## config.mk

```make
export PLATFORM = sky130hd
export DESIGN_NAME = decodeStage
export DESIGN_NICKNAME = d
export VERILOG_FILES = /design/src/verilog/mipsIsaPkg.sv /design/src/verilog/decodeCtrlPkg.sv /design/src/verilog/mainDecoder.sv /design/src/verilog/regFile.sv /design/src/verilog/branchResolver.sv /design/src/verilog/decodeStage.sv
export SDC_FILE = /design/constraint.sdc
export NUM_CORES = 2
export LEC_CHECK = 0
export BUFFER_PORTS_ARGS = -buffer_cell sky130_fd_sc_hd__buf_2
export CAP_MARGIN = 20
export CORE_UTILIZATION = 50
export DETAILED_ROUTE_END_ITERATION = 8
export PLACE_DENSITY = 0.65
export SYNTH_ARGS = -nofsm -noshare
export SYNTH_HDL_FRONTEND = slang
export SYNTH_SLANG_ARGS = --single-unit
```

## constraint.sdc

```tcl
create_clock -name clk -period 6.3 [get_ports clk]
set_clock_uncertainty 0.1 [all_clocks]
set_input_delay 0.945 -clock clk [delete_from_list [all_inputs] [get_ports clk]]
set_output_delay 0.945 -clock clk [all_outputs]
set_load 0.01 [all_outputs]
```

## src/verilog/mipsIsaPkg.sv

```systemverilog
package mipsIsaPkg;
	typedef logic [31:0] word_t;
	typedef logic [4:0] regAddr_t;
	typedef logic [5:0] opcode_t;
	typedef logic [5:0] funct_t;

	// primary opcodes
	localparam opcode_t opRType = 6'b000000;
	localparam opcode_t opRegimm = 6'b000001;
	localparam opcode_t opJ = 6'b000010;
	localparam opcode_t opJal = 6'b000011;
	localparam opcode_t opBeq = 6'b000100;
	localparam opcode_t opBne = 6'b000101;
	localparam opcode_t opBlez = 6'b000110;
	localparam opcode_t opBgtz = 6'b000111;
	localparam opcode_t opAddi = 6'b001000;
	localparam opcode_t opAddiu = 6'b001001;
	localparam opcode_t opSlti = 6'b001010;
	localparam opcode_t opSltiu = 6'b001011;
	localparam opcode_t opAndi = 6'b001100;
	localparam opcode_t opOri = 6'b001101;
	localparam opcode_t opXori = 6'b001110;
	localparam opcode_t opLui = 6'b001111;
	localparam opcode_t opCop0 = 6'b010000;
	localparam opcode_t opSpecial2 = 6'b011100;
	localparam opcode_t opSpecial3 = 6'b011111;
	localparam opcode_t opLb = 6'b100000;
	localparam opcode_t opLh = 6'b100001;
	localparam opcode_t opLw = 6'b100011;
	localparam opcode_t opLbu = 6'b100100;
	localparam opcode_t opLhu = 6'b100101;
	localparam opcode_t opSb = 6'b101000;
	localparam opcode_t opSh = 6'b101001;
	localparam opcode_t opSw = 6'b101011;

	// R-type functs
	localparam funct_t fnSll = 6'b000000;
	localparam funct_t fnSrl = 6'b000010; // also ROTR
	localparam funct_t fnSra = 6'b000011;
	localparam funct_t fnSllv = 6'b000100;
	localparam funct_t fnSrlv = 6'b000110; // also ROTRV
	localparam funct_t fnSrav = 6'b000111;
	localparam funct_t fnJr = 6'b001000;
	localparam funct_t fnJalr = 6'b001001;
	localparam funct_t fnMovz = 6'b001010;
	localparam funct_t fnMovn = 6'b001011;
	localparam funct_t fnSyscall = 6'b001100;
	localparam funct_t fnBreak = 6'b001101;
	localparam funct_t fnMfhi = 6'b010000;
	localparam funct_t fnMthi = 6'b010001;
	localparam funct_t fnMflo = 6'b010010;
	localparam funct_t fnMtlo = 6'b010011;
	localparam funct_t fnMult = 6'b011000;
	localparam funct_t fnMultu = 6'b011001;
	localparam funct_t fnDiv = 6'b011010;
	localparam funct_t fnDivu = 6'b011011;
	localparam funct_t fnAdd = 6'b100000;
	localparam funct_t fnAddu = 6'b100001;
	localparam funct_t fnSub = 6'b100010;
	localparam funct_t fnSubu = 6'b100011;
	localparam funct_t fnAnd = 6'b100100;
	localparam funct_t fnOr = 6'b100101;
	localparam funct_t fnXor = 6'b100110;
	localparam funct_t fnNor = 6'b100111;
	localparam funct_t fnSlt = 6'b101010;
	localparam funct_t fnSltu = 6'b101011;
	localparam funct_t fnTge = 6'b110000;
	localparam funct_t fnTgeu = 6'b110001;
	localparam funct_t fnTlt = 6'b110010;
	localparam funct_t fnTltu = 6'b110011;
	localparam funct_t fnTeq = 6'b110100;
	localparam funct_t fnTne = 6'b110110;

	// SPECIAL2 functs
	localparam funct_t fnMadd = 6'b000000;
	localparam funct_t fnMaddu = 6'b000001;
	localparam funct_t fnMul = 6'b000010;
	localparam funct_t fnMsub = 6'b000100;
	localparam funct_t fnMsubu = 6'b000101;
	localparam funct_t fnClz = 6'b100000;
	localparam funct_t fnClo = 6'b100001;

	// SPECIAL3 functs
	localparam funct_t fnExt = 6'b000000;
	localparam funct_t fnIns = 6'b000100;
	localparam funct_t fnBshfl = 6'b100000; // op picked by the sa field
	localparam logic [4:0] saWsbh = 5'b00010;
	localparam logic [4:0] saSeb = 5'b10000;
	localparam logic [4:0] saSeh = 5'b11000;

	// REGIMM rt codes
	localparam logic [4:0] rtBltz = 5'b00000;
	localparam logic [4:0] rtBgez = 5'b00001;
	localparam logic [4:0] rtTgei = 5'b01000;
	localparam logic [4:0] rtTgeiu = 5'b01001;
	localparam logic [4:0] rtTlti = 5'b01010;
	localparam logic [4:0] rtTltiu = 5'b01011;
	localparam logic [4:0] rtTeqi = 5'b01100;
	localparam logic [4:0] rtTnei = 5'b01110;
	localparam logic [4:0] rtBltzal = 5'b10000;
	localparam logic [4:0] rtBgezal = 5'b10001;

	// COP0 rs codes
	localparam logic [4:0] rsMfc0 = 5'b00000;
	localparam logic [4:0] rsMtc0 = 5'b00100;
	localparam logic [4:0] rsCo = 5'b10000;
	localparam funct_t fnEret = 6'b011000; // funct under rsCo
endpackage

```

## src/verilog/decodeCtrlPkg.sv

```systemverilog
package decodeCtrlPkg;
	typedef logic [5:0] aluOp_t;
	typedef logic [2:0] branchCond_t;
	typedef logic [1:0] jumpKind_t;
	typedef logic [1:0] regDst_t;

	localparam aluOp_t aluRType = 6'd0; // execute decodes functToAlu
	localparam aluOp_t aluAddi = 6'd1;
	localparam aluOp_t aluAddiu = 6'd2;
	localparam aluOp_t aluSlti = 6'd3;
	localparam aluOp_t aluSltiu = 6'd4;
	localparam aluOp_t aluAndi = 6'd5;
	localparam aluOp_t aluOri = 6'd6;
	localparam aluOp_t aluXori = 6'd7;
	localparam aluOp_t aluLui = 6'd8;
	localparam aluOp_t aluMem = 6'd9;
	localparam aluOp_t aluTeqi = 6'd10;
	localparam aluOp_t aluTgei = 6'd11;
	localparam aluOp_t aluTgeiu = 6'd12;
	localparam aluOp_t aluTlti = 6'd13;
	localparam aluOp_t aluTltiu = 6'd14;
	localparam aluOp_t aluTnei = 6'd15;
	localparam aluOp_t aluRotr = 6'd16;
	localparam aluOp_t aluRotrv = 6'd17;
	localparam aluOp_t aluMul = 6'd18;
	// unsigned madd/msub told apart by functToAlu[0]
	localparam aluOp_t aluMadd = 6'd19;
	localparam aluOp_t aluMsub = 6'd20;
	localparam aluOp_t aluClo = 6'd21;
	localparam aluOp_t aluClz = 6'd22;
	localparam aluOp_t aluSeb = 6'd23;
	localparam aluOp_t aluSeh = 6'd24;
	localparam aluOp_t aluWsbh = 6'd25;
	localparam aluOp_t aluExt = 6'd26;
	localparam aluOp_t aluIns = 6'd27;
	localparam aluOp_t aluMtc0 = 6'd28;
	localparam aluOp_t aluMfc0 = 6'd29;
	localparam aluOp_t aluUseless = 6'd63;

	localparam branchCond_t brNone = 3'd0;
	localparam branchCond_t brEq = 3'd1;
	localparam branchCond_t brNe = 3'd2;
	localparam branchCond_t brLez = 3'd3;
	localparam branchCond_t brGtz = 3'd4;
	localparam branchCond_t brLtz = 3'd5;
	localparam branchCond_t brGez = 3'd6;

	localparam jumpKind_t jmpNone = 2'd0;
	localparam jumpKind_t jmpDirect = 2'd1;
	localparam jumpKind_t jmpReg = 2'd2;

	localparam regDst_t dstRd = 2'd0;
	localparam regDst_t dstRt = 2'd1;
	localparam regDst_t dstRa = 2'd2; // link writes r31

	typedef struct packed {
		logic regWrite;
		regDst_t regDst;
		logic isImm; // alu srcB is the immediate
		logic memRead;
		logic memWrite;
		logic memToReg;
		logic signExt;
		logic hiloToReg;
		logic mfhi;
		logic mflo;
		logic isMfc;
		logic cp0Write;
		logic cp0ToReg;
		logic divMulEn;
		aluOp_t aluOp;
		mipsIsaPkg::funct_t functToAlu;
		branchCond_t branchCond;
		jumpKind_t jumpKind;
	} decodeCtrl_t;

	typedef struct packed {
		logic ri;
		logic brk;
		logic syscall;
		logic eret;
	} excFlags_t;

	typedef struct packed {
		logic valid;
		decodeCtrl_t ctrl;
		excFlags_t exc;
		mipsIsaPkg::word_t pcPlus4;
		mipsIsaPkg::word_t rsData;
		mipsIsaPkg::word_t rtData;
		mipsIsaPkg::word_t imm;
		mipsIsaPkg::regAddr_t rs;
		mipsIsaPkg::regAddr_t rt;
		mipsIsaPkg::regAddr_t rd;
	} idExBundle_t;
endpackage

```

## src/verilog/mainDecoder.sv

```systemverilog
`timescale 1ns/10ps

module mainDecoder (
	input  mipsIsaPkg::word_t instr,
	output decodeCtrlPkg::decodeCtrl_t ctrl,
	output decodeCtrlPkg::excFlags_t exc
);
	mipsIsaPkg::opcode_t op;
	mipsIsaPkg::funct_t fn;
	logic [4:0] rs;
	logic [4:0] rt;
	logic [4:0] sa;
	logic isEret;

	assign op = instr[31:26];
	assign fn = instr[5:0];
	assign rs = instr[25:21];
	assign rt = instr[20:16];
	assign sa = instr[10:6];

	// eret has to match all 26 low bits
	assign isEret = (op == mipsIsaPkg::opCop0) &&
		(instr[25:0] == {mipsIsaPkg::rsCo, 15'd0, mipsIsaPkg::fnEret});

	always_comb begin
		ctrl = '0;
		exc = '0;
		ctrl.functToAlu = fn;
		ctrl.signExt = (op[5:2] != 4'b0011); // andi/ori/xori/lui zero extend
		ctrl.aluOp = decodeCtrlPkg::aluUseless;
		case (op)
			mipsIsaPkg::opRType: begin
				ctrl.aluOp = decodeCtrlPkg::aluRType;
				case (fn)
					mipsIsaPkg::fnAdd, mipsIsaPkg::fnAddu, mipsIsaPkg::fnSub, mipsIsaPkg::fnSubu,
					mipsIsaPkg::fnAnd, mipsIsaPkg::fnOr, mipsIsaPkg::fnXor, mipsIsaPkg::fnNor,
					mipsIsaPkg::fnSlt, mipsIsaPkg::fnSltu, mipsIsaPkg::fnSll, mipsIsaPkg::fnSra,
					mipsIsaPkg::fnSllv, mipsIsaPkg::fnSrav, mipsIsaPkg::fnMovn, mipsIsaPkg::fnMovz:
						ctrl.regWrite = 1'b1;
					mipsIsaPkg::fnSrl: begin
						ctrl.regWrite = 1'b1;
						if (instr[21]) // R bit in the rs field
							ctrl.aluOp = decodeCtrlPkg::aluRotr;
					end
					mipsIsaPkg::fnSrlv: begin
						ctrl.regWrite = 1'b1;
						if (instr[6]) // R bit in the sa field
							ctrl.aluOp = decodeCtrlPkg::aluRotrv;
					end
					mipsIsaPkg::fnMfhi, mipsIsaPkg::fnMflo: begin
						ctrl.regWrite = 1'b1;
						ctrl.hiloToReg = 1'b1;
						ctrl.mfhi = ~fn[1];
						ctrl.mflo = fn[1];
					end
					mipsIsaPkg::fnMult, mipsIsaPkg::fnMultu, mipsIsaPkg::fnDiv, mipsIsaPkg::fnDivu:
						ctrl.divMulEn = 1'b1;
					mipsIsaPkg::fnJr:
						ctrl.jumpKind = decodeCtrlPkg::jmpReg;
					mipsIsaPkg::fnJalr: begin
						ctrl.regWrite = 1'b1;
						ctrl.jumpKind = decodeCtrlPkg::jmpReg;
					end
					mipsIsaPkg::fnSyscall: exc.syscall = 1'b1;
					mipsIsaPkg::fnBreak: exc.brk = 1'b1;
					// hilo moves and traps use no register write
					mipsIsaPkg::fnMthi, mipsIsaPkg::fnMtlo, mipsIsaPkg::fnTge, mipsIsaPkg::fnTgeu,
					mipsIsaPkg::fnTlt, mipsIsaPkg::fnTltu, mipsIsaPkg::fnTeq, mipsIsaPkg::fnTne: ;
					default: begin
						exc.ri = 1'b1;
						ctrl.aluOp = decodeCtrlPkg::aluUseless;
					end
				endcase
			end
			mipsIsaPkg::opAddi, mipsIsaPkg::opAddiu, mipsIsaPkg::opSlti, mipsIsaPkg::opSltiu,
			mipsIsaPkg::opAndi, mipsIsaPkg::opOri, mipsIsaPkg::opXori, mipsIsaPkg::opLui: begin
				ctrl.regWrite = 1'b1;
				ctrl.regDst = decodeCtrlPkg::dstRt;
				ctrl.isImm = 1'b1;
				case (op)
					mipsIsaPkg::opAddi: ctrl.aluOp = decodeCtrlPkg::aluAddi;
					mipsIsaPkg::opAddiu: ctrl.aluOp = decodeCtrlPkg::aluAddiu;
					mipsIsaPkg::opSlti: ctrl.aluOp = decodeCtrlPkg::aluSlti;
					mipsIsaPkg::opSltiu: ctrl.aluOp = decodeCtrlPkg::aluSltiu;
					mipsIsaPkg::opAndi: ctrl.aluOp = decodeCtrlPkg::aluAndi;
					mipsIsaPkg::opOri: ctrl.aluOp = decodeCtrlPkg::aluOri;
					mipsIsaPkg::opXori: ctrl.aluOp = decodeCtrlPkg::aluXori;
					default: ctrl.aluOp = decodeCtrlPkg::aluLui;
				endcase
			end
			mipsIsaPkg::opBeq: ctrl.branchCond = decodeCtrlPkg::brEq;
			mipsIsaPkg::opBne: ctrl.branchCond = decodeCtrlPkg::brNe;
			mipsIsaPkg::opBlez: ctrl.branchCond = decodeCtrlPkg::brLez;
			mipsIsaPkg::opBgtz: ctrl.branchCond = decodeCtrlPkg::brGtz;
			mipsIsaPkg::opRegimm: begin
				case (rt)
					mipsIsaPkg::rtBltz, mipsIsaPkg::rtBgez,
					mipsIsaPkg::rtBltzal, mipsIsaPkg::rtBgezal: begin
						ctrl.branchCond = rt[0] ? decodeCtrlPkg::brGez : decodeCtrlPkg::brLtz;
						if (rt[4]) begin // link forms
							ctrl.regWrite = 1'b1;
							ctrl.regDst = decodeCtrlPkg::dstRa;
						end
					end
					mipsIsaPkg::rtTeqi: ctrl.aluOp = decodeCtrlPkg::aluTeqi;
					mipsIsaPkg::rtTgei: ctrl.aluOp = decodeCtrlPkg::aluTgei;
					mipsIsaPkg::rtTgeiu: ctrl.aluOp = decodeCtrlPkg::aluTgeiu;
					mipsIsaPkg::rtTlti: ctrl.aluOp = decodeCtrlPkg::aluTlti;
					mipsIsaPkg::rtTltiu: ctrl.aluOp = decodeCtrlPkg::aluTltiu;
					mipsIsaPkg::rtTnei: ctrl.aluOp = decodeCtrlPkg::aluTnei;
					default: exc.ri = 1'b1;
				endcase
				ctrl.isImm = (rt[4:3] == 2'b01); // trap-immediate compare
			end
			mipsIsaPkg::opLb, mipsIsaPkg::opLh, mipsIsaPkg::opLw,
			mipsIsaPkg::opLbu, mipsIsaPkg::opLhu: begin
				ctrl.regWrite = 1'b1;
				ctrl.regDst = decodeCtrlPkg::dstRt;
				ctrl.isImm = 1'b1;
				ctrl.memRead = 1'b1;
				ctrl.memToReg = 1'b1;
				ctrl.aluOp = decodeCtrlPkg::aluMem;
			end
			mipsIsaPkg::opSb, mipsIsaPkg::opSh, mipsIsaPkg::opSw: begin
				ctrl.isImm = 1'b1;
				ctrl.memWrite = 1'b1;
				ctrl.aluOp = decodeCtrlPkg::aluMem;
			end
			mipsIsaPkg::opJ: ctrl.jumpKind = decodeCtrlPkg::jmpDirect;
			mipsIsaPkg::opJal: begin
				ctrl.jumpKind = decodeCtrlPkg::jmpDirect;
				ctrl.regWrite = 1'b1;
				ctrl.regDst = decodeCtrlPkg::dstRa;
			end
			mipsIsaPkg::opCop0: begin
				case (rs)
					mipsIsaPkg::rsMtc0: begin
						ctrl.cp0Write = 1'b1;
						ctrl.aluOp = decodeCtrlPkg::aluMtc0;
					end
					mipsIsaPkg::rsMfc0: begin
						ctrl.regWrite = 1'b1;
						ctrl.regDst = decodeCtrlPkg::dstRt;
						ctrl.isMfc = 1'b1;
						ctrl.cp0ToReg = 1'b1;
						ctrl.aluOp = decodeCtrlPkg::aluMfc0;
					end
					default: begin
						exc.eret = isEret;
						exc.ri = ~isEret;
					end
				endcase
			end
			mipsIsaPkg::opSpecial2: begin
				case (fn)
					mipsIsaPkg::fnClo, mipsIsaPkg::fnClz: begin
						ctrl.regWrite = 1'b1;
						ctrl.aluOp = fn[0] ? decodeCtrlPkg::aluClo : decodeCtrlPkg::aluClz;
					end
					mipsIsaPkg::fnMul: begin
						ctrl.regWrite = 1'b1;
						ctrl.divMulEn = 1'b1;
						ctrl.aluOp = decodeCtrlPkg::aluMul;
					end
					mipsIsaPkg::fnMadd, mipsIsaPkg::fnMaddu: begin
						ctrl.divMulEn = 1'b1;
						ctrl.aluOp = decodeCtrlPkg::aluMadd;
					end
					mipsIsaPkg::fnMsub, mipsIsaPkg::fnMsubu: begin
						ctrl.divMulEn = 1'b1;
						ctrl.aluOp = decodeCtrlPkg::aluMsub;
					end
					default: exc.ri = 1'b1;
				endcase
			end
			mipsIsaPkg::opSpecial3: begin
				ctrl.regWrite = 1'b1;
				ctrl.regDst = decodeCtrlPkg::dstRt; // ext/ins write rt
				case (fn)
					mipsIsaPkg::fnExt: ctrl.aluOp = decodeCtrlPkg::aluExt;
					mipsIsaPkg::fnIns: ctrl.aluOp = decodeCtrlPkg::aluIns;
					mipsIsaPkg::fnBshfl: begin
						ctrl.regDst = decodeCtrlPkg::dstRd;
						case (sa)
							mipsIsaPkg::saSeb: ctrl.aluOp = decodeCtrlPkg::aluSeb;
							mipsIsaPkg::saSeh: ctrl.aluOp = decodeCtrlPkg::aluSeh;
							mipsIsaPkg::saWsbh: ctrl.aluOp = decodeCtrlPkg::aluWsbh;
							default: exc.ri = 1'b1;
						endcase
					end
					default: exc.ri = 1'b1;
				endcase
				if (exc.ri)
					ctrl.regWrite = 1'b0;
			end
			default: exc.ri = 1'b1;
		endcase
	end
endmodule

```

## src/verilog/regFile.sv

```systemverilog
`timescale 1ns/10ps

module regFile (
	input  logic clk,
	input  logic arstN,
	input  logic we,
	input  mipsIsaPkg::regAddr_t wAddr,
	input  mipsIsaPkg::word_t wData,
	input  mipsIsaPkg::regAddr_t rAddr0,
	input  mipsIsaPkg::regAddr_t rAddr1,
	output mipsIsaPkg::word_t rData0,
	output mipsIsaPkg::word_t rData1
);
	mipsIsaPkg::word_t mem [1:31]; // r0 has no storage
	logic wrEn;

	// no write-back while the core is held in reset
	assign wrEn = we && arstN && (wAddr != '0);

	always_ff @(posedge clk) begin
		if (wrEn)
			mem[wAddr] <= wData;
	end

	// same-cycle bypass from write-back
	assign rData0 = (wrEn && rAddr0 == wAddr) ? wData :
		(rAddr0 == '0) ? '0 : mem[rAddr0];
	assign rData1 = (wrEn && rAddr1 == wAddr) ? wData :
		(rAddr1 == '0) ? '0 : mem[rAddr1];
endmodule

```

## src/verilog/branchResolver.sv

```systemverilog
`timescale 1ns/10ps

module branchResolver (
	input  logic valid,
	input  decodeCtrlPkg::branchCond_t cond,
	input  decodeCtrlPkg::jumpKind_t jump,
	input  mipsIsaPkg::word_t rsVal,
	input  mipsIsaPkg::word_t rtVal,
	input  mipsIsaPkg::word_t pcPlus4,
	input  logic [25:0] instrIndex,
	output logic taken,
	output mipsIsaPkg::word_t target
);
	logic eq;
	logic rsNeg;
	logic rsZero;
	logic condMet;
	mipsIsaPkg::word_t brOffset;

	assign eq = (rsVal == rtVal);
	assign rsNeg = rsVal[31];
	assign rsZero = (rsVal == '0);

	// low half of the index field is the branch immediate
	assign brOffset = {{14{instrIndex[15]}}, instrIndex[15:0], 2'b00};

	always_comb begin
		case (cond)
			decodeCtrlPkg::brEq: condMet = eq;
			decodeCtrlPkg::brNe: condMet = ~eq;
			decodeCtrlPkg::brLez: condMet = rsNeg | rsZero;
			decodeCtrlPkg::brGtz: condMet = ~rsNeg & ~rsZero;
			decodeCtrlPkg::brLtz: condMet = rsNeg;
			decodeCtrlPkg::brGez: condMet = ~rsNeg;
			default: condMet = 1'b0;
		endcase
	end

	assign taken = valid && (condMet || jump != decodeCtrlPkg::jmpNone);

	always_comb begin
		case (jump)
			decodeCtrlPkg::jmpDirect: target = {pcPlus4[31:28], instrIndex, 2'b00};
			decodeCtrlPkg::jmpReg: target = rsVal;
			default: target = pcPlus4 + brOffset;
		endcase
	end
endmodule

```

## src/verilog/decodeStage.sv

```systemverilog
`timescale 1ns/10ps

module decodeStage #(
	parameter mipsIsaPkg::word_t RESET_PC_PLUS4 = 32'hbfc0_0004 // boot vector + 4
) (
	input  logic clk,
	input  logic arstN,
	input  logic validIn,
	input  mipsIsaPkg::word_t instr,
	input  mipsIsaPkg::word_t pcPlus4,
	input  logic stall,
	input  logic flush,
	input  logic wbWe,
	input  mipsIsaPkg::regAddr_t wbAddr,
	input  mipsIsaPkg::word_t wbData,
	output logic branchTaken,
	output mipsIsaPkg::word_t branchTarget,
	output decodeCtrlPkg::idExBundle_t idEx
);
	decodeCtrlPkg::decodeCtrl_t ctrl;
	decodeCtrlPkg::excFlags_t exc;
	mipsIsaPkg::regAddr_t rs;
	mipsIsaPkg::regAddr_t rt;
	mipsIsaPkg::regAddr_t rd;
	mipsIsaPkg::word_t rsData;
	mipsIsaPkg::word_t rtData;
	mipsIsaPkg::word_t imm;
	decodeCtrlPkg::idExBundle_t idExNext;
	decodeCtrlPkg::idExBundle_t bubble;

	assign rs = instr[25:21];
	assign rt = instr[20:16];
	assign rd = instr[15:11];
	assign imm = ctrl.signExt ? {{16{instr[15]}}, instr[15:0]} : {16'd0, instr[15:0]};

	mainDecoder mainDecoder0 (
		.instr(instr),
		.ctrl(ctrl),
		.exc(exc)
	);

	regFile regFile0 (
		.clk(clk),
		.arstN(arstN),
		.we(wbWe),
		.wAddr(wbAddr),
		.wData(wbData),
		.rAddr0(rs),
		.rAddr1(rt),
		.rData0(rsData),
		.rData1(rtData)
	);

	branchResolver branchResolver0 (
		.valid(validIn),
		.cond(ctrl.branchCond),
		.jump(ctrl.jumpKind),
		.rsVal(rsData),
		.rtVal(rtData),
		.pcPlus4(pcPlus4),
		.instrIndex(instr[25:0]),
		.taken(branchTaken),
		.target(branchTarget)
	);

	always_comb begin
		idExNext.valid = validIn;
		idExNext.ctrl = ctrl;
		idExNext.exc = exc;
		idExNext.pcPlus4 = pcPlus4;
		idExNext.rsData = rsData;
		idExNext.rtData = rtData;
		idExNext.imm = imm;
		idExNext.rs = rs;
		idExNext.rt = rt;
		idExNext.rd = rd;
		// bubble keeps the payload, kills everything that acts
		bubble = idExNext;
		bubble.valid = 1'b0;
		bubble.ctrl = '0;
		bubble.exc = '0;
	end

	always_ff @(posedge clk or negedge arstN) begin
		if (!arstN) begin
			idEx <= '0;
			idEx.pcPlus4 <= RESET_PC_PLUS4;
		end else if (flush) begin
			idEx <= bubble;
		end else if (!stall) begin
			idEx <= validIn ? idExNext : bubble;
		end
	end
endmodule

```

== Yosys cells after proc, flatten, opt, wreduce, memory -nomap -nowiden ==
Memory sizes are Yosys's and may differ from the RTL's.
Cells that the tools add are included.
Widths: inputs -> output; s select.

* Equality and inequality tests: 91
* Reduce and logical (&&, ||, !) cells: 40
* Add/subtract/negate cells: 1
* Bitwise gates (word level): 7
* Multiplexer cells: 61

{| class="wikitable"
|+ Operator list
! cell !! number
|-
| $mux 180 || 3
|-
| $mux 32 || 5
|-
| $eq 6x6->1 const B || 24
|-
| $eq 6x4->1 const B || 14
|-
| $eq 6x5->1 const B || 11
|-
| $pmux 32 s2 || 1
|-
| $pmux 6 s3 || 3
|-
| $eq 6x3->1 const B || 8
|-
| $pmux 6 s7 || 1
|-
| $pmux 6 s6 || 1
|-
| $reduce_or 36->1 || 1
|-
| $reduce_or 34->1 || 1
|-
| $add 32x32->32 || 1
|-
| $eq 32x32->1 || 1
|-
| $logic_not 32->1 || 1
|-
| $eq 5x4->1 const B || 6
|-
| $pmux 4 s7 || 1
|-
| $eq 26x26->1 const B || 1
|-
| $eq 6x2->1 const B || 4
|-
| $pmux 6 s4 || 1
|-
| $mux 1 || 22
|-
| $reduce_or 22->1 || 1
|-
| $mux 3 || 7
|-
| $reduce_or 21->1 || 1
|-
| 40 further kinds || 80
|}

* RAM bits: 992
* Output and inout bits: 213
* Flip-flop bits (word level): 180
* Memories kept: 1
* Word-level logic and storage cells: 231

{| class="wikitable"
|+ Memory list
! memory !! words !! width !! rd ports !! clocked after memory_dff !! write ports !! line !! source
|-
| regFile0.mem || 31 || 32 || 2 || 0 || 1 || regFile.sv:14 || <nowiki>mipsIsaPkg::word_t mem [1:31];</nowiki>
|}

== Depth between registers and ports, before layout ==
* Depth in word-level cells: 10
* Depth in mapped cells: 16
* Mapped depth without buffers: 14

== By module ==
Synthesis repeated with hierarchy kept, for this count alone.

* Cells, all modules: 3519
* Area, all modules: 56942.1 um^2

{| class="wikitable"
|+ By module, submodules not included
! module !! area each (um^2) !! times used !! seq. area each (um^2) !! cells each
|-
| regFile || 46070.4 || 1 || 29788.6 || 2476
|-
| decodeStage || 6473.7 || 1 || 4016.4 || 373
|-
| branchResolver || 3084.2 || 1 || 0.0 || 455
|-
| mainDecoder || 1313.8 || 1 || 0.0 || 215
|}

== Worst setup path after synthesis ==
Ideal clock, no wire load.

* Path type: input-to-output
* Start point: input port instr[1]
* End point: output port branchTarget[24]
* Data arrival time: 3.758 ns
* Stages on the path: 14
* Setup slack: 1.497 ns
* Cell sequence: clkbuf_1 -> inv_1 -> fa_1 -> nor2b_1 -> o21a_1 -> o21ai_0 -> a21oi_1 -> o21bai_1 -> a211o_1 -> a31oi_1 -> o21a_1 -> o21ai_0 -> or3_1 -> a31oi_1

* Longest elaborated chain between the ends: 6
* Elaborated cells on any way between the ends: 9

{| class="wikitable"
|+ RTL lines
! what !! line !! source
|-
| from (decl) || decodeStage.sv:9 || <nowiki>input mipsIsaPkg::word_t instr,</nowiki>
|-
| parallel branches: the longest is 5 deep, another holds $add 32x32->32 || -- ||
|-
| $pmux 32 s2 * || branchResolver.sv:42 || <nowiki>case (jump)</nowiki>
|-
| to (decl) || decodeStage.sv:17 || <nowiki>output mipsIsaPkg::word_t branchTarget,</nowiki>
|}

Mark *: on every way between the ends.

== Worst setup path after layout ==
* Start point: input port instr[22]
* End point: output port branchTaken

* Longest elaborated chain between the ends: 9
* Elaborated cells on any way between the ends: 16

{| class="wikitable"
|+ RTL lines
! what !! line !! source
|-
| $mem_v2 31x32, or another cell as far along || -- ||
|-
| $mux 32 or $logic_and 1x1->1 (tied branches) || regFile.sv:27, regFile.sv:26 ||
|-
| $mux 32 * || regFile.sv:26 || <nowiki>assign rData0 = (wrEn && rAddr0 == wAddr) ? wData :</nowiki>
|-
| $logic_not 32->1 || branchResolver.sv:22 || <nowiki>assign rsZero = (rsVal == '0);</nowiki>
|-
| $not 1->1 || branchResolver.sv:32 || <nowiki>decodeCtrlPkg::brGtz: condMet = ~rsNeg & ~rsZero;</nowiki>
|-
| $and 1x1->1 || branchResolver.sv:32 ||
|-
| $pmux 1 s6 * || branchResolver.sv:28 || <nowiki>case (cond)</nowiki>
|-
| $logic_or 1x1->1 * || branchResolver.sv:39 || <nowiki>assign taken = valid && (condMet || jump != decodeCtrlPkg::jmpNone);</nowiki>
|-
| $logic_and 1x1->1 * || branchResolver.sv:39 ||
|-
| to (decl) || decodeStage.sv:16 || <nowiki>output logic branchTaken,</nowiki>
|}

Every way passes the cells marked *; elsewhere a longest branch is shown, timed or not.

==> impl_results.md <==
* Crit path launch type: input pin
* Top_reg_cell synth: edfxtp_1
* Power Total at 18,000 µW
* Final Non-Filler Cells at 5,760
* Area added between synthesis and finish at 15.2%
* Fin crit period at 6.33 ns
* Share of layout cells above drive strength 1 at 28.7%
* Via density at 6.84
* Unique masters post-synth at 82
* Post-synth EDFFs at 992
* Largest net degree at the start of global routing at 170
* Final Max Slew Viols at 0
* Crit. End Element: output pin
* Avg Cell Area, Syn at 14.8 µm²
* I/O pin count at 320
* Htree depth at 3
* Pre-CTS setup slack at -0.575 ns
* Final net count at 4,304
* Final Worst Setup Slack at -0.0316 ns
* Vias at 39.4k
* Measured slew at the worst slew-check pin at 1.14 ns
* # setup viols final at 1
* R2R cell count at 7
* Largest cells by area after synthesis: edfxtp_1 53%, mux4_2 15%, dfrtp_1 6.6%
* Failing checks: negative setup slack
* Warnings, synthesis at 0
* Final GP Congestion at 0.939
* Netlist Area Pre-Place at 0.0565 mm²
* Worst hold stages at 3
* Crit path kind: input pin to output pin
* Fin crit share at 101%
* Post-synth top cells: 992 x edfxtp_1, 412 x nand2_1, 382 x mux4_2
* Final wirelength at 198,000 µm
* Clock transition at path regs at 0.06 ns
* CTS Buf Count at 118
* Clk_lat worst skew at 0.73 ns
* WL per Instance at 34.3 µm
* DP Cell Count at 5,526
* All-Layer GR Usage at 34.1%
* Top-area cell type share of the netlist area at 52.8%
* Peak VDD IR at 238 µV
* Port Buf Inserts at 319
* Worst rel slew slack at 23.7%
* Area leader, netlist: edfxtp_1
* Sequential share of the synthesized area at 59.8%
* Top-count cell post-synth: edfxtp_1
* Total Die Area at 0.114 mm²
* Hold slack at 0.342 ns
* Highest clock rate at 158 MHz
* CTS root buf: clkbuf_16
* Final Hold Vio Count at 0
* Row Count at 122
* Vias in the first global route at 38.0k
* First DRT Iteration DRCs at 5,496
* Cells after Synth at 3,805
* TritonCTS Sinks at 1,150
* TritonCTS clock tree: built
* DR pass1 iterations at 6
* DIE HEIGHT at 338 µm
* Crit Path Max Fanout at 85
* Leak Pwr at 0.0233 µW
* Status: finished, violations left
* Grt total ovfl at 0
* Fillers at 8,571
* CTS max path bufs at 3
* #FFs+latches synth at 1,150
* Arrival time worst endpoint at 5.29 ns
* Starting Density at 50.7%
* Core footprint at 0.111 mm²
* Chip width at 338 µm
* Fin util at 58.4%
* Mapped Nets at 3,945
* Critical Path RT at 5.25 ns
* # Max-Cap Violations at 0
* Power Density at 277 mW/mm²
* HPWL after detailed placement at 129,000 µm
* DRC viols at 0
* Initial antenna violation count at 18
* Hold Path Class: input pin to register
* Final ANT Viol Nets at 0
* First-pass GRT wire length at 275,000 µm
* Async set-reset flop share out of synthesis at 13.7%
-- stage by stage --
step	TNS, ns	instance area (µm²)
floorplan	0	56500
global placement	-0.486	60700
detailed placement	-0.575	60800
CTS	0	64800
global route	-0.00458	65000
finish	-0.0316	65000
-- cells by family after synthesis --
kind of cell | count (synthesis) | share of synthesized area, %
AO/OA/AOI/OAI | 685 | 8.48
flip-flops | 1150 | 59.8
multiplexers | 654 | 20.2
AND/OR/NAND/NOR | 880 | 6.82
buffers and inverters | 338 | 2.99
XOR/XNOR | 65 | 1.01
adder cells (fa/ha/maj) | 33 | 0.745
-- flip-flops by register name, summed over array words and instances, names as in the netlist --
signal / count
idEx: 158
regFile0.mem: 992
-- final cells by class --
cell class | instances | area (µm²) | share of cell area, %
Sequential cell | 1150 | 33800 | 51.9
Multi-Input combinational cell | 2317 | 21300 | 32.8
Timing Repair Buffer | 548 | 3990 | 6.14
Clock buffer | 145 | 3130 | 4.81
Tap cell | 1488 | 1860 | 2.86
Clock inverter | 75 | 796 | 1.22
Inverter | 29 | 111 | 0.171
Antenna cell | 8 | 20.0 | 0.0308
-- routing by layer --
metal	vias to the layer above	GRT usage [%]	part of all wire, %	wire (µm)
met5	-	0	0.20	398
met4	28	15.6	4.9	9760
met3	528	10.2	13	25900
met2	2885	53.0	46	89900
met1	19900	44.3	36	71600
li1	16000	-	-	-
-- path summary, 6_finish.rpt --
path                                    endpoint  slack [ns]                           from
min reg2reg                idEx[139]$_DFFE_PN1P_        0.35          idEx[139]$_DFFE_PN1P_
max                                  branchTaken       -0.03                      instr[22]
max in group asynchronous  idEx[161]$_DFFE_PN0P_        4.32                          arstN
max reg2reg                 idEx[73]$_DFFE_PN0P_        3.40  regFile0.mem[7][26]$_DFFE_PP_
min in group asynchronous   idEx[87]$_DFFE_PN0P_        0.42                          arstN
min                        idEx[134]$_DFFE_PN1P_        0.34                    pcPlus4[23]
-- timing repair --
action / in CTS / in global routing
hold buffers: 0 / 0
pin swaps: 2 / 3
resized for setup: 13 / 24
endpoints found under the setup margin: 1 / 1
gates cloned: 1 / 4
buffers inserted: 0 / 1
-- critical path, cell delays in order --
cell and delay [ns]:
buf_8 0.26, buf_16 0.41, nor2_1 0.26, buf_4 0.26
nand2_1 0.08, o32ai_1 0.16, or4_1 0.54, a32o_1 0.48
nor4_2 0.42, nand4_1 0.30, o21ai_2 0.37, mux2i_1 0.26
o22ai_2 0.13, buf_4 0.16, buf_2 0.13
-- where the power goes --
| part | leakage (µW) | switching (µW) | internal [µW] | total, µW |
|---|---|---|---|---|
| sequential | 0.0109 | 75.9 | 8420 | 8500 |
| clock | 0.00193 | 3030 | 4170 | 7200 |
| combinational | 0.0105 | 1440 | 850 | 2290 |
-- placed cells by master, fill, tap and decap left out, types with 49 or more instances in the layout --
cell	Yosys	layout
buf_4	57	187
mux2i_1	240	239
a211oi_1	73	72
nor2_1	230	196
a21oi_1	125	124
o21ai_0	107	106
nand2_1	412	412
buf_2	77	310
clkbuf_16	0	124
mux4_2	382	382
nor3_1	53	52
dfrtp_1	148	148
a221oi_1	62	62
a22oi_1	49	49
edfxtp_1	992	992
(Power assumes the default switching activity.)
